`config.mk`:
```
export PLATFORM = sky130hd
export DESIGN_NAME = uart_cmd_top
export DESIGN_NICKNAME = d
export VERILOG_FILES = /design/src/common/uart_cmd_pkg.sv /design/src/cmd_fifo.sv /design/src/uart_link/uart_tx.sv /design/src/uart_link/uart_rx.sv /design/src/uart_link/uart_link_ctrl.sv /design/src/uart_cmd_top.sv
export SDC_FILE = /design/constraint.sdc
export NUM_CORES = 1
export LEC_CHECK = 0
export ABC_CLOCK_PERIOD_IN_PS = 5900
export BUFFER_PORTS_ARGS = -buffer_cell sky130_fd_sc_hd__buf_2
export CORE_MARGIN = 3
export CORE_UTILIZATION = 61
export CTS_CLUSTER_SIZE = 10
export DETAILED_ROUTE_END_ITERATION = 6
export HOLD_SLACK_MARGIN = 0.02
export PLACE_DENSITY = 0.89
export RECOVER_POWER = 25
export SETUP_SLACK_MARGIN = 0.15
export SLEW_MARGIN = 20
export SYNTH_ARGS = -nofsm -noshare
export SYNTH_HDL_FRONTEND = slang
export SYNTH_HIERARCHICAL = 1
export SYNTH_SLANG_ARGS = --single-unit
export TNS_END_PERCENT = 1
```
`constraint.sdc`:
```
create_clock -name clk -period 5.9 [get_ports clk]
set_clock_uncertainty 0.15 [all_clocks]
set_input_delay 1.18 -clock clk [delete_from_list [all_inputs] [get_ports clk]]
set_output_delay 1.18 -clock clk [all_outputs]
set_load 0.005 [all_outputs]
```
`src/common/uart_cmd_pkg.sv`:
```
package uart_cmd_pkg;

  // Command and data widths
  localparam int CMD_WIDTH  = 16;
  localparam int BYTE_WIDTH = 8;
  localparam int CMD_OP_BIT = CMD_WIDTH - 1;  // Selects write or read

  // Bit timing, 8 clocks per bit keeps simulation short (434 for 115200 at 50 MHz)
  localparam int CLKS_PER_BIT = 8;
  localparam int BIT_TMR_W    = $clog2(CLKS_PER_BIT);

  localparam logic [BIT_TMR_W-1:0] BIT_TMR_LAST = BIT_TMR_W'(CLKS_PER_BIT - 1);
  localparam logic [BIT_TMR_W-1:0] BIT_TMR_MID  = BIT_TMR_W'(CLKS_PER_BIT / 2 - 1);

  // Start, eight data bits, parity and stop
  localparam int FRAME_BITS  = 11;
  localparam int FRAME_IDX_W = $clog2(FRAME_BITS);

  localparam logic [FRAME_IDX_W-1:0] FRAME_IDX_LAST = FRAME_IDX_W'(FRAME_BITS - 1);
  localparam logic [FRAME_IDX_W-1:0] PARITY_IDX     = FRAME_IDX_W'(FRAME_BITS - 2);

  // Idle time on tx between frames and after a write
  localparam int GAP_CYCLES = 100;
  localparam int GAP_CNT_W  = $clog2(GAP_CYCLES);

  localparam logic [GAP_CNT_W-1:0] GAP_LAST = GAP_CNT_W'(GAP_CYCLES - 1);

  // Wait for a response start bit after the read address frame
  localparam int RESP_TIMEOUT = 400;
  localparam int TMO_CNT_W    = $clog2(RESP_TIMEOUT);

  localparam logic [TMO_CNT_W-1:0] TMO_LAST = TMO_CNT_W'(RESP_TIMEOUT - 1);

  // Command queue
  localparam int FIFO_DEPTH = 4;
  localparam int FIFO_PTR_W = $clog2(FIFO_DEPTH);
  localparam int FIFO_CNT_W = $clog2(FIFO_DEPTH + 1);

  localparam logic [FIFO_PTR_W-1:0] FIFO_PTR_LAST = FIFO_PTR_W'(FIFO_DEPTH - 1);
  localparam logic [FIFO_CNT_W-1:0] FIFO_FULL_CNT = FIFO_CNT_W'(FIFO_DEPTH);

  typedef enum logic [2:0] {
    ST_IDLE,
    ST_SEND_ADDR,
    ST_GAP_WAIT,
    ST_SEND_DATA,
    ST_AWAIT_RESP
  } link_state_t;

  typedef enum logic {
    OP_READ  = 1'b0,
    OP_WRITE = 1'b1
  } cmd_op_t;

endpackage

```
`src/cmd_fifo.sv`:
```
`timescale 1ns/10ps

module cmd_fifo (
  input  logic                               clk,
  input  logic                               rst_n,
  input  logic [uart_cmd_pkg::CMD_WIDTH-1:0] cmd_in,
  input  logic                               cmd_vld,
  output logic                               cmd_rdy,
  input  logic                               fifo_pop,
  output logic [uart_cmd_pkg::CMD_WIDTH-1:0] fifo_cmd,
  output logic                               fifo_empty
);

  logic [uart_cmd_pkg::CMD_WIDTH-1:0]  mem [uart_cmd_pkg::FIFO_DEPTH];
  logic [uart_cmd_pkg::FIFO_PTR_W-1:0] wr_ptr;
  logic [uart_cmd_pkg::FIFO_PTR_W-1:0] rd_ptr;
  logic [uart_cmd_pkg::FIFO_CNT_W-1:0] count;
  logic                                push;
  logic                                pop;

  // A full queue refuses the push even when a pop happens in the same cycle
  assign cmd_rdy    = (count != uart_cmd_pkg::FIFO_FULL_CNT);
  assign fifo_empty = (count == '0);
  assign fifo_cmd   = mem[rd_ptr];

  assign push = cmd_vld & cmd_rdy;
  assign pop  = fifo_pop & ~fifo_empty;

  always_ff @(posedge clk)
  begin
    if (push)
      mem[wr_ptr] <= cmd_in;
  end

  always_ff @(posedge clk or negedge rst_n)
  begin
    if (!rst_n)
    begin
      wr_ptr <= '0;
      rd_ptr <= '0;
      count  <= '0;
    end
    else
    begin
      if (push)
        wr_ptr <= (wr_ptr == uart_cmd_pkg::FIFO_PTR_LAST) ? '0 : wr_ptr + 1'b1;
      if (pop)
        rd_ptr <= (rd_ptr == uart_cmd_pkg::FIFO_PTR_LAST) ? '0 : rd_ptr + 1'b1;

      case ({push, pop})
        2'b10:   count <= count + 1'b1;
        2'b01:   count <= count - 1'b1;
        default: count <= count;  // Idle, or push and pop cancel
      endcase
    end
  end

endmodule

```
`src/uart_link/uart_tx.sv`:
```
`timescale 1ns/10ps

module uart_tx (
  input  logic                                clk,
  input  logic                                rst_n,
  input  logic                                tx_start,
  input  logic [uart_cmd_pkg::BYTE_WIDTH-1:0] tx_byte,
  output logic                                tx_busy,
  output logic                                tx
);

  // Bits still to go after the start bit: data LSB first, parity, stop
  logic [uart_cmd_pkg::FRAME_BITS-2:0]  frame_q;
  logic [uart_cmd_pkg::BIT_TMR_W-1:0]   tmr;
  logic [uart_cmd_pkg::FRAME_IDX_W-1:0] bit_idx;
  logic                                 launch;
  logic                                 bit_end;

  assign launch  = tx_start & ~tx_busy;
  assign bit_end = tx_busy && (tmr == uart_cmd_pkg::BIT_TMR_LAST);

  always_ff @(posedge clk)
  begin
    if (launch)
      frame_q <= {1'b1, ~^tx_byte, tx_byte};  // Odd parity over the data byte
    else if (bit_end)
      frame_q <= {1'b1, frame_q[uart_cmd_pkg::FRAME_BITS-2:1]};
  end

  always_ff @(posedge clk or negedge rst_n)
  begin
    if (!rst_n)
    begin
      tx_busy <= 1'b0;
      tx      <= 1'b1;
      tmr     <= '0;
      bit_idx <= '0;
    end
    else if (!tx_busy)
    begin
      if (launch)
      begin
        tx_busy <= 1'b1;
        tx      <= 1'b0;  // Start bit
        tmr     <= '0;
        bit_idx <= '0;
      end
    end
    else if (bit_end)
    begin
      tmr <= '0;
      if (bit_idx == uart_cmd_pkg::FRAME_IDX_LAST)
      begin
        // Stop bit done, the line rests high
        tx_busy <= 1'b0;
        tx      <= 1'b1;
      end
      else
      begin
        bit_idx <= bit_idx + 1'b1;
        tx      <= frame_q[0];
      end
    end
    else
    begin
      tmr <= tmr + 1'b1;
    end
  end

endmodule

```
`src/uart_link/uart_rx.sv`:
```
`timescale 1ns/10ps

module uart_rx (
  input  logic                                clk,
  input  logic                                rst_n,
  input  logic                                rx,
  output logic                                rx_active,
  output logic                                rx_done,
  output logic [uart_cmd_pkg::BYTE_WIDTH-1:0] rx_byte,
  output logic                                rx_fault
);

  logic                                 rx_meta;
  logic                                 rx_sync;
  logic                                 rx_prev;
  logic                                 start_edge;
  logic                                 sample;
  logic [uart_cmd_pkg::BIT_TMR_W-1:0]   tmr;
  logic [uart_cmd_pkg::FRAME_IDX_W-1:0] bit_idx;
  logic [uart_cmd_pkg::BYTE_WIDTH-1:0]  shift_q;
  logic                                 parity_q;

  assign start_edge = rx_prev & ~rx_sync;

  // First sample lands half a bit after the edge, the rest one bit apart
  assign sample = rx_active &&
                  (tmr == ((bit_idx == '0) ? uart_cmd_pkg::BIT_TMR_MID
                                           : uart_cmd_pkg::BIT_TMR_LAST));

  assign rx_byte = shift_q;

  always_ff @(posedge clk or negedge rst_n)
  begin
    if (!rst_n)
    begin
      rx_meta <= 1'b1;
      rx_sync <= 1'b1;
      rx_prev <= 1'b1;
    end
    else
    begin
      rx_meta <= rx;
      rx_sync <= rx_meta;
      rx_prev <= rx_sync;
    end
  end

  always_ff @(posedge clk)
  begin
    if (sample)
    begin
      if (bit_idx == uart_cmd_pkg::PARITY_IDX)
        parity_q <= rx_sync;
      else if (bit_idx != '0 && bit_idx != uart_cmd_pkg::FRAME_IDX_LAST)
        shift_q <= {rx_sync, shift_q[uart_cmd_pkg::BYTE_WIDTH-1:1]};  // LSB arrives first
    end
  end

  always_ff @(posedge clk or negedge rst_n)
  begin
    if (!rst_n)
    begin
      rx_active <= 1'b0;
      rx_done   <= 1'b0;
      rx_fault  <= 1'b0;
      tmr       <= '0;
      bit_idx   <= '0;
    end
    else
    begin
      rx_done <= 1'b0;
      if (!rx_active)
      begin
        if (start_edge)
        begin
          rx_active <= 1'b1;
          tmr       <= '0;
          bit_idx   <= '0;
        end
      end
      else if (sample)
      begin
        tmr     <= '0;
        bit_idx <= bit_idx + 1'b1;
        if (bit_idx == '0 && rx_sync)
          rx_active <= 1'b0;  // Start bit gone at mid-bit, treat as a glitch
        else if (bit_idx == uart_cmd_pkg::FRAME_IDX_LAST)
        begin
          rx_active <= 1'b0;
          rx_done   <= 1'b1;
          // Odd parity wants an odd count of ones, and stop must be high
          rx_fault  <= (^{shift_q, parity_q} == 1'b0) | ~rx_sync;
        end
      end
      else
      begin
        tmr <= tmr + 1'b1;
      end
    end
  end

endmodule

```
`src/uart_link/uart_link_ctrl.sv`:
```
`timescale 1ns/10ps

module uart_link_ctrl (
  input  logic                                clk,
  input  logic                                rst_n,
  input  logic [uart_cmd_pkg::CMD_WIDTH-1:0]  fifo_cmd,
  input  logic                                fifo_empty,
  output logic                                fifo_pop,
  input  logic                                rx,
  output logic                                tx,
  output logic [uart_cmd_pkg::BYTE_WIDTH-1:0] read_data,
  output logic                                read_rdy,
  output logic                                read_err
);

  uart_cmd_pkg::link_state_t            state;
  logic [uart_cmd_pkg::CMD_WIDTH-1:0]   cmd_q;
  logic                                 data_sent;  // Set once the write data frame is out
  logic [uart_cmd_pkg::GAP_CNT_W-1:0]   gap_cnt;
  logic [uart_cmd_pkg::TMO_CNT_W-1:0]   tmo_cnt;
  logic                                 gap_done;
  logic                                 tx_start;
  logic [uart_cmd_pkg::BYTE_WIDTH-1:0]  tx_byte;
  logic                                 tx_busy;
  logic                                 tx_busy_q;
  logic                                 tx_done;
  logic                                 rx_active;
  logic                                 rx_done;
  logic [uart_cmd_pkg::BYTE_WIDTH-1:0]  rx_byte;
  logic                                 rx_fault;

  assign fifo_pop = (state == uart_cmd_pkg::ST_IDLE) && !fifo_empty;
  assign tx_done  = tx_busy_q & ~tx_busy;  // Falling edge of busy ends a frame
  assign gap_done = (state == uart_cmd_pkg::ST_GAP_WAIT) &&
                    (gap_cnt == uart_cmd_pkg::GAP_LAST);

  uart_tx i_uart_tx (
    .clk      (clk),
    .rst_n    (rst_n),
    .tx_start (tx_start),
    .tx_byte  (tx_byte),
    .tx_busy  (tx_busy),
    .tx       (tx)
  );

  uart_rx i_uart_rx (
    .clk       (clk),
    .rst_n     (rst_n),
    .rx        (rx),
    .rx_active (rx_active),
    .rx_done   (rx_done),
    .rx_byte   (rx_byte),
    .rx_fault  (rx_fault)
  );

  // Address byte goes with the pop, data byte at the end of the first gap
  always_ff @(posedge clk)
  begin
    if (fifo_pop)
    begin
      cmd_q   <= fifo_cmd;
      tx_byte <= fifo_cmd[uart_cmd_pkg::CMD_WIDTH-1 -: uart_cmd_pkg::BYTE_WIDTH];
    end
    else if (gap_done && !data_sent)
      tx_byte <= cmd_q[uart_cmd_pkg::BYTE_WIDTH-1:0];
  end

  always_ff @(posedge clk or negedge rst_n)
  begin
    if (!rst_n)
    begin
      state     <= uart_cmd_pkg::ST_IDLE;
      data_sent <= 1'b0;
      gap_cnt   <= '0;
      tmo_cnt   <= '0;
      tx_start  <= 1'b0;
      tx_busy_q <= 1'b0;
      read_data <= '0;
      read_rdy  <= 1'b0;
      read_err  <= 1'b0;
    end
    else
    begin
      tx_start  <= 1'b0;
      read_rdy  <= 1'b0;
      read_err  <= 1'b0;
      tx_busy_q <= tx_busy;
      case (state)
        uart_cmd_pkg::ST_IDLE:
        begin
          if (fifo_pop)
          begin
            tx_start  <= 1'b1;
            data_sent <= 1'b0;
            state     <= uart_cmd_pkg::ST_SEND_ADDR;
          end
        end
        uart_cmd_pkg::ST_SEND_ADDR:
        begin
          if (tx_done)
          begin
            gap_cnt <= '0;
            tmo_cnt <= '0;
            if (cmd_q[uart_cmd_pkg::CMD_OP_BIT] == uart_cmd_pkg::OP_WRITE)
              state <= uart_cmd_pkg::ST_GAP_WAIT;
            else
              state <= uart_cmd_pkg::ST_AWAIT_RESP;
          end
        end
        uart_cmd_pkg::ST_GAP_WAIT:
        begin
          if (!gap_done)
            gap_cnt <= gap_cnt + 1'b1;
          else if (data_sent)
            state <= uart_cmd_pkg::ST_IDLE;
          else
          begin
            tx_start <= 1'b1;
            state    <= uart_cmd_pkg::ST_SEND_DATA;
          end
        end
        uart_cmd_pkg::ST_SEND_DATA:
        begin
          if (tx_done)
          begin
            data_sent <= 1'b1;
            gap_cnt   <= '0;
            state     <= uart_cmd_pkg::ST_GAP_WAIT;
          end
        end
        uart_cmd_pkg::ST_AWAIT_RESP:
        begin
          if (rx_done)
          begin
            if (rx_fault)
              read_err <= 1'b1;  // read_data keeps the last good byte
            else
            begin
              read_rdy  <= 1'b1;
              read_data <= rx_byte;
            end
            state <= uart_cmd_pkg::ST_IDLE;
          end
          else if (!rx_active)
          begin
            // Timer only runs while no frame is coming in
            if (tmo_cnt == uart_cmd_pkg::TMO_LAST)
            begin
              read_err <= 1'b1;
              state    <= uart_cmd_pkg::ST_IDLE;
            end
            else
              tmo_cnt <= tmo_cnt + 1'b1;
          end
        end
        default:
          state <= uart_cmd_pkg::ST_IDLE;
      endcase
    end
  end

endmodule

```
`src/uart_cmd_top.sv`:
```
`timescale 1ns/10ps

module uart_cmd_top (
  input  logic                                clk,
  input  logic                                rst_n,
  input  logic [uart_cmd_pkg::CMD_WIDTH-1:0]  cmd_in,
  input  logic                                cmd_vld,
  output logic                                cmd_rdy,
  input  logic                                rx,
  output logic                                tx,
  output logic [uart_cmd_pkg::BYTE_WIDTH-1:0] read_data,
  output logic                                read_rdy,
  output logic                                read_err
);

  logic [uart_cmd_pkg::CMD_WIDTH-1:0] fifo_cmd;
  logic                               fifo_empty;
  logic                               fifo_pop;

  // Host commands wait here while the link is busy
  cmd_fifo i_cmd_fifo (
    .clk        (clk),
    .rst_n      (rst_n),
    .cmd_in     (cmd_in),
    .cmd_vld    (cmd_vld),
    .cmd_rdy    (cmd_rdy),
    .fifo_pop   (fifo_pop),
    .fifo_cmd   (fifo_cmd),
    .fifo_empty (fifo_empty)
  );

  uart_link_ctrl i_uart_link_ctrl (
    .clk        (clk),
    .rst_n      (rst_n),
    .fifo_cmd   (fifo_cmd),
    .fifo_empty (fifo_empty),
    .fifo_pop   (fifo_pop),
    .rx         (rx),
    .tx         (tx),
    .read_data  (read_data),
    .read_rdy   (read_rdy),
    .read_err   (read_err)
  );

endmodule

```
==> results by group <==
Status
  • Status: finished, final reports clean

Timing
  • RSZ-0062 raised after global routing: no
  • Final Hold Vio Count: 0
  • Setup TNS: 0 ns
  • Final worst-path cycle share: 0.492
  • F_max: 344 MHz
  • Final setup fails: 0
  • Transition time of the tightest slew-check pin: 1.03 ns
  • Max-slew violation count: 0
  • Final critical-path required period: 2.90 ns
  • Max-slew headroom: 0.306

Critical path
  • Crit start category: register
  • Delay of the slowest critical-path stage: 0.79 ns
  • R2R Path End: i_uart_link_ctrl/tx_byte[5]
  • CP Class: register to register
  • Crit path DAT: 2.79 ns
  • Slowest CP cell: nor3_1
  • Reg2reg path depth: 4
  • Reg2Reg Launch Point: i_uart_link_ctrl/gap_cnt[3]
  • CP max FO: 8
  • Critical Path RT: 5.79 ns
  • Reg2Reg Setup Slack: 3.00 ns
  • Critical path cell sequence: nor4b_1, nand4_1, o22a_1, nor3_1
  • Worst setup EP type: register

Synth
  • Yosys reg bits: 160
  • Post-synth ARST share: 0.381
  • Seq/Total Area, Yosys: 0.650
  • Synth top area share: 0.429
  • Post-Synthesis Cell Area: 6930 sq um
  • Synth Flop Type: edfxtp_1
  • Syn Inst Count: 467
  • Number of synthesized flops with an enable pin: 99
  • Top post-synthesis cells by area: edfxtp_1 43%, dfrtp_1 21%, mux4_2 5.2%
  • Post-synth cell types: 69
  • Largest area contributor in the netlist: edfxtp_1
  • Synthesized Nets: 505
  • Avg Cell Area, Syn: 14.8 sq um
  • Yosys warnings: 6

Global routing
  • Global route total overflow: 0
  • Vias in the first global route: 4089
  • Tot GR Track Use: 0.210
  • Initial antenna violation count: 0
  • Largest net degree at the start of global routing: 62
  • First-pass GRT wire length: 20500 um

Min path
  • Hold Path End: i_uart_link_ctrl/i_uart_rx/rx_sync
  • HP Start: i_uart_link_ctrl/i_uart_rx/rx_meta
  • Cells on Worst Hold Path: 0
  • Hold Crit Class: register to register

Floorplan
  • Die area: 12700 sq um
  • Top-Level Pins: 32
  • Initial Util: 0.631
  • Die height: 113 um
  • Cell row count: 38
  • Core Region: 11000 sq um
  • Die width: 113 um

Clock tree
  • Clock edge transition at the registers on the reported setup and hold paths: 0.06 ns
  • PostCTS Resize Cnt: 0
  • Root buf cell: clkbuf_16
  • CTS Buf Count: 17
  • CTS tree: done
  • H-tree depth: 4
  • Post-cts hold buffer count: 0
  • Setup Buffers After CTS: 0
  • Clock Sinks: 160
  • CTS Buffer Depth: 2
  • Clk Latency, worst-skew pair: 0.43 ns

Pwr
  • Leak pwr: 3.07 nW
  • Switching share of power: 0.270
  • Switching power: 0.786 mW
  • Int Pwr: 2.12 mW
  • Overall power: 2.91 mW
  • Peak supply drop: 0.000434 V
  • Part of the power in the clock network: 0.375
  • Register share of total power: 0.491
  • PwrDens: 375 nW/um^2
  • Logic gate share of total power: 0.133

Routing
  • Drt first pass iters: 5
  • DR WL/cell: 18.4 um
  • Vias: 3941
  • Via density: 5.99
  • Routed Antenna Nets: 0
  • Final WL: 12100 um
  • DR iter-0 viols: 361
  • Post-route DRC: 0

Finish
  • Synth-to-Final Area Change: 11.9%
  • Fin nets: 543
  • Area of the multi-input gates: 2230 sq um
  • Layout fillers: 657
  • Flip-flop and latch area: 4510 sq um
  • # diodes: 0
  • Share of cells above drive strength 1: 0.216

Placement
  • GPL Wtd Cong: 0.827
  • Port bufs: 31
  • Detailed Place HPWL: 7660 um

Job
  • Max Cap Violations: 0
-- cell type report --
class                   count  share of cell area
well taps                 140              0.0226
inverters                  21              0.0102
repair buffers             33              0.0202
multi-input cells         272               0.288
clock buffers              18              0.0566
flip-flops and latches    160               0.581
clock inverters            14              0.0213
-- metal layers --
metal  vias up  part of all wire  track usage
li1       1810                 -            -
met1      1976              0.42        0.273
met2       134              0.51        0.340
met3        21             0.050       0.0528
met4         0             0.019       0.0889
met5         -                 0            0
-- synth_stat cells (3+ instances only) --
cell type,n
dfrtp_1,57
nor3b_1,4
a31oi_1,8
nand3_1,10
mux4_2,16
edfxtp_1,99
nand2b_1,6
nor3_1,8
dfstp_2,4
o21ai_0,9
a21o_1,3
inv_1,21
xor2_1,6
nand4_1,4
mux2i_1,10
and3_2,5
buf_2,4
a21oi_1,11
xnor2_1,14
nor2_1,20
nand2_1,51
clkbuf_8,3
mux2_2,18
ha_1,17
buf_6,3
-- power groups by stage --
stage | registers [mW] | clock network (mW) | logic, mW
after floorplan | 1.41 | 0 | 0.284
after global placement | 1.43 | 0 | 0.350
after detailed placement | 1.44 | 0 | 0.369
after CTS | 1.43 | 1.11 | 0.388
after global routing | 1.44 | 1.15 | 0.430
final | 1.43 | 1.09 | 0.388
-- sequential cells by signal, indices dropped and copies added, names as in the netlist, 7 cells and up --
name / count
i_uart_link_ctrl/tmo_cnt: 9
i_uart_link_ctrl/cmd_q: 9
i_uart_link_ctrl/gap_cnt: 7
i_uart_link_ctrl/read_data: 8
i_uart_link_ctrl/i_uart_tx/frame_q: 9
i_uart_link_ctrl/i_uart_rx/rx_byte: 8
i_cmd_fifo/mem: 64
i_uart_link_ctrl/tx_byte: 8
-- cell families (layout without fill, tap and decap cells) --
logic type / after synthesis / after routing / share of synthesized area
and+or+nand+nor: 135 / 135 / 0.108
adders and majority gates: 18 / 18 / 0.0336
AOI/OAI and AO/OA: 51 / 51 / 0.0499
DFF: 160 / 160 / 0.650
muxes: 47 / 47 / 0.102
buffers and inverters: 35 / 86 / 0.0280
xor gates and xnor gates: 21 / 21 / 0.0285
-- critical path: cells and delay by family, from the launching register on --
kind            cells  cell delay, ns
compound gates      1            0.25
simple gates        3            1.68
flops               1            0.42
-- worst max path at each step --
| stage | startpoint | end | slack (ns) | cells after the start |
|---|---|---|---|---|
| floorplan | i_uart_link_ctrl/state[1] | i_cmd_fifo/count[2] | 3.14 | 10 |
| global placement | i_uart_link_ctrl/state[0] | i_cmd_fifo/count[2] | 2.88 | 9 |
| detailed placement | i_uart_link_ctrl/state[0] | i_cmd_fifo/count[2] | 2.67 | 9 |
| CTS | i_uart_link_ctrl/state[0] | i_cmd_fifo/count[2] | 2.50 | 9 |
| global route | i_uart_link_ctrl/gap_cnt[3] | i_uart_link_ctrl/tx_byte[5] | 2.77 | 4 |
| finish | i_uart_link_ctrl/gap_cnt[3] | i_uart_link_ctrl/tx_byte[5] | 3.00 | 4 |
-- cell usage in the layout, fill, tap and decap left out, types with 3 or more instances in the layout --
cell	Yosys	layout
nor3b_1	4	4
nand4_1	4	4
mux2_2	18	18
nor3_1	8	7
nand2b_1	6	6
o21ai_0	9	9
inv_1	21	21
xnor2_1	14	14
dfstp_2	4	3
and3_2	5	5
ha_1	17	17
mux4_2	16	16
inv_8	0	3
a21oi_1	11	11
nand2_1	51	51
inv_6	0	6
xor2_1	6	6
a31oi_1	8	8
clkbuf_16	0	17
nand3_1	10	10
clkbuf_1	2	16
buf_2	4	15
edfxtp_1	99	99
a21o_1	3	3
mux2i_1	10	10
dfrtp_1	57	56
nor2_1	20	20
-- per-stage QoR --
step                      area (sq um)  hold slack, ns  utilization  setup slack (ns)  instances
after global routing              7750           0.217        0.706              2.77        658
after CTS                         7750           0.209        0.706              2.50        657
final                             7750           0.213        0.706              3.00        658
after detailed placement          7150           0.200        0.651              2.67        625
after global placement            7150           0.196        0.651              2.88        625
after floorplan                   6930           0.195            -              3.14        467
(Power assumes the default switching activity.)
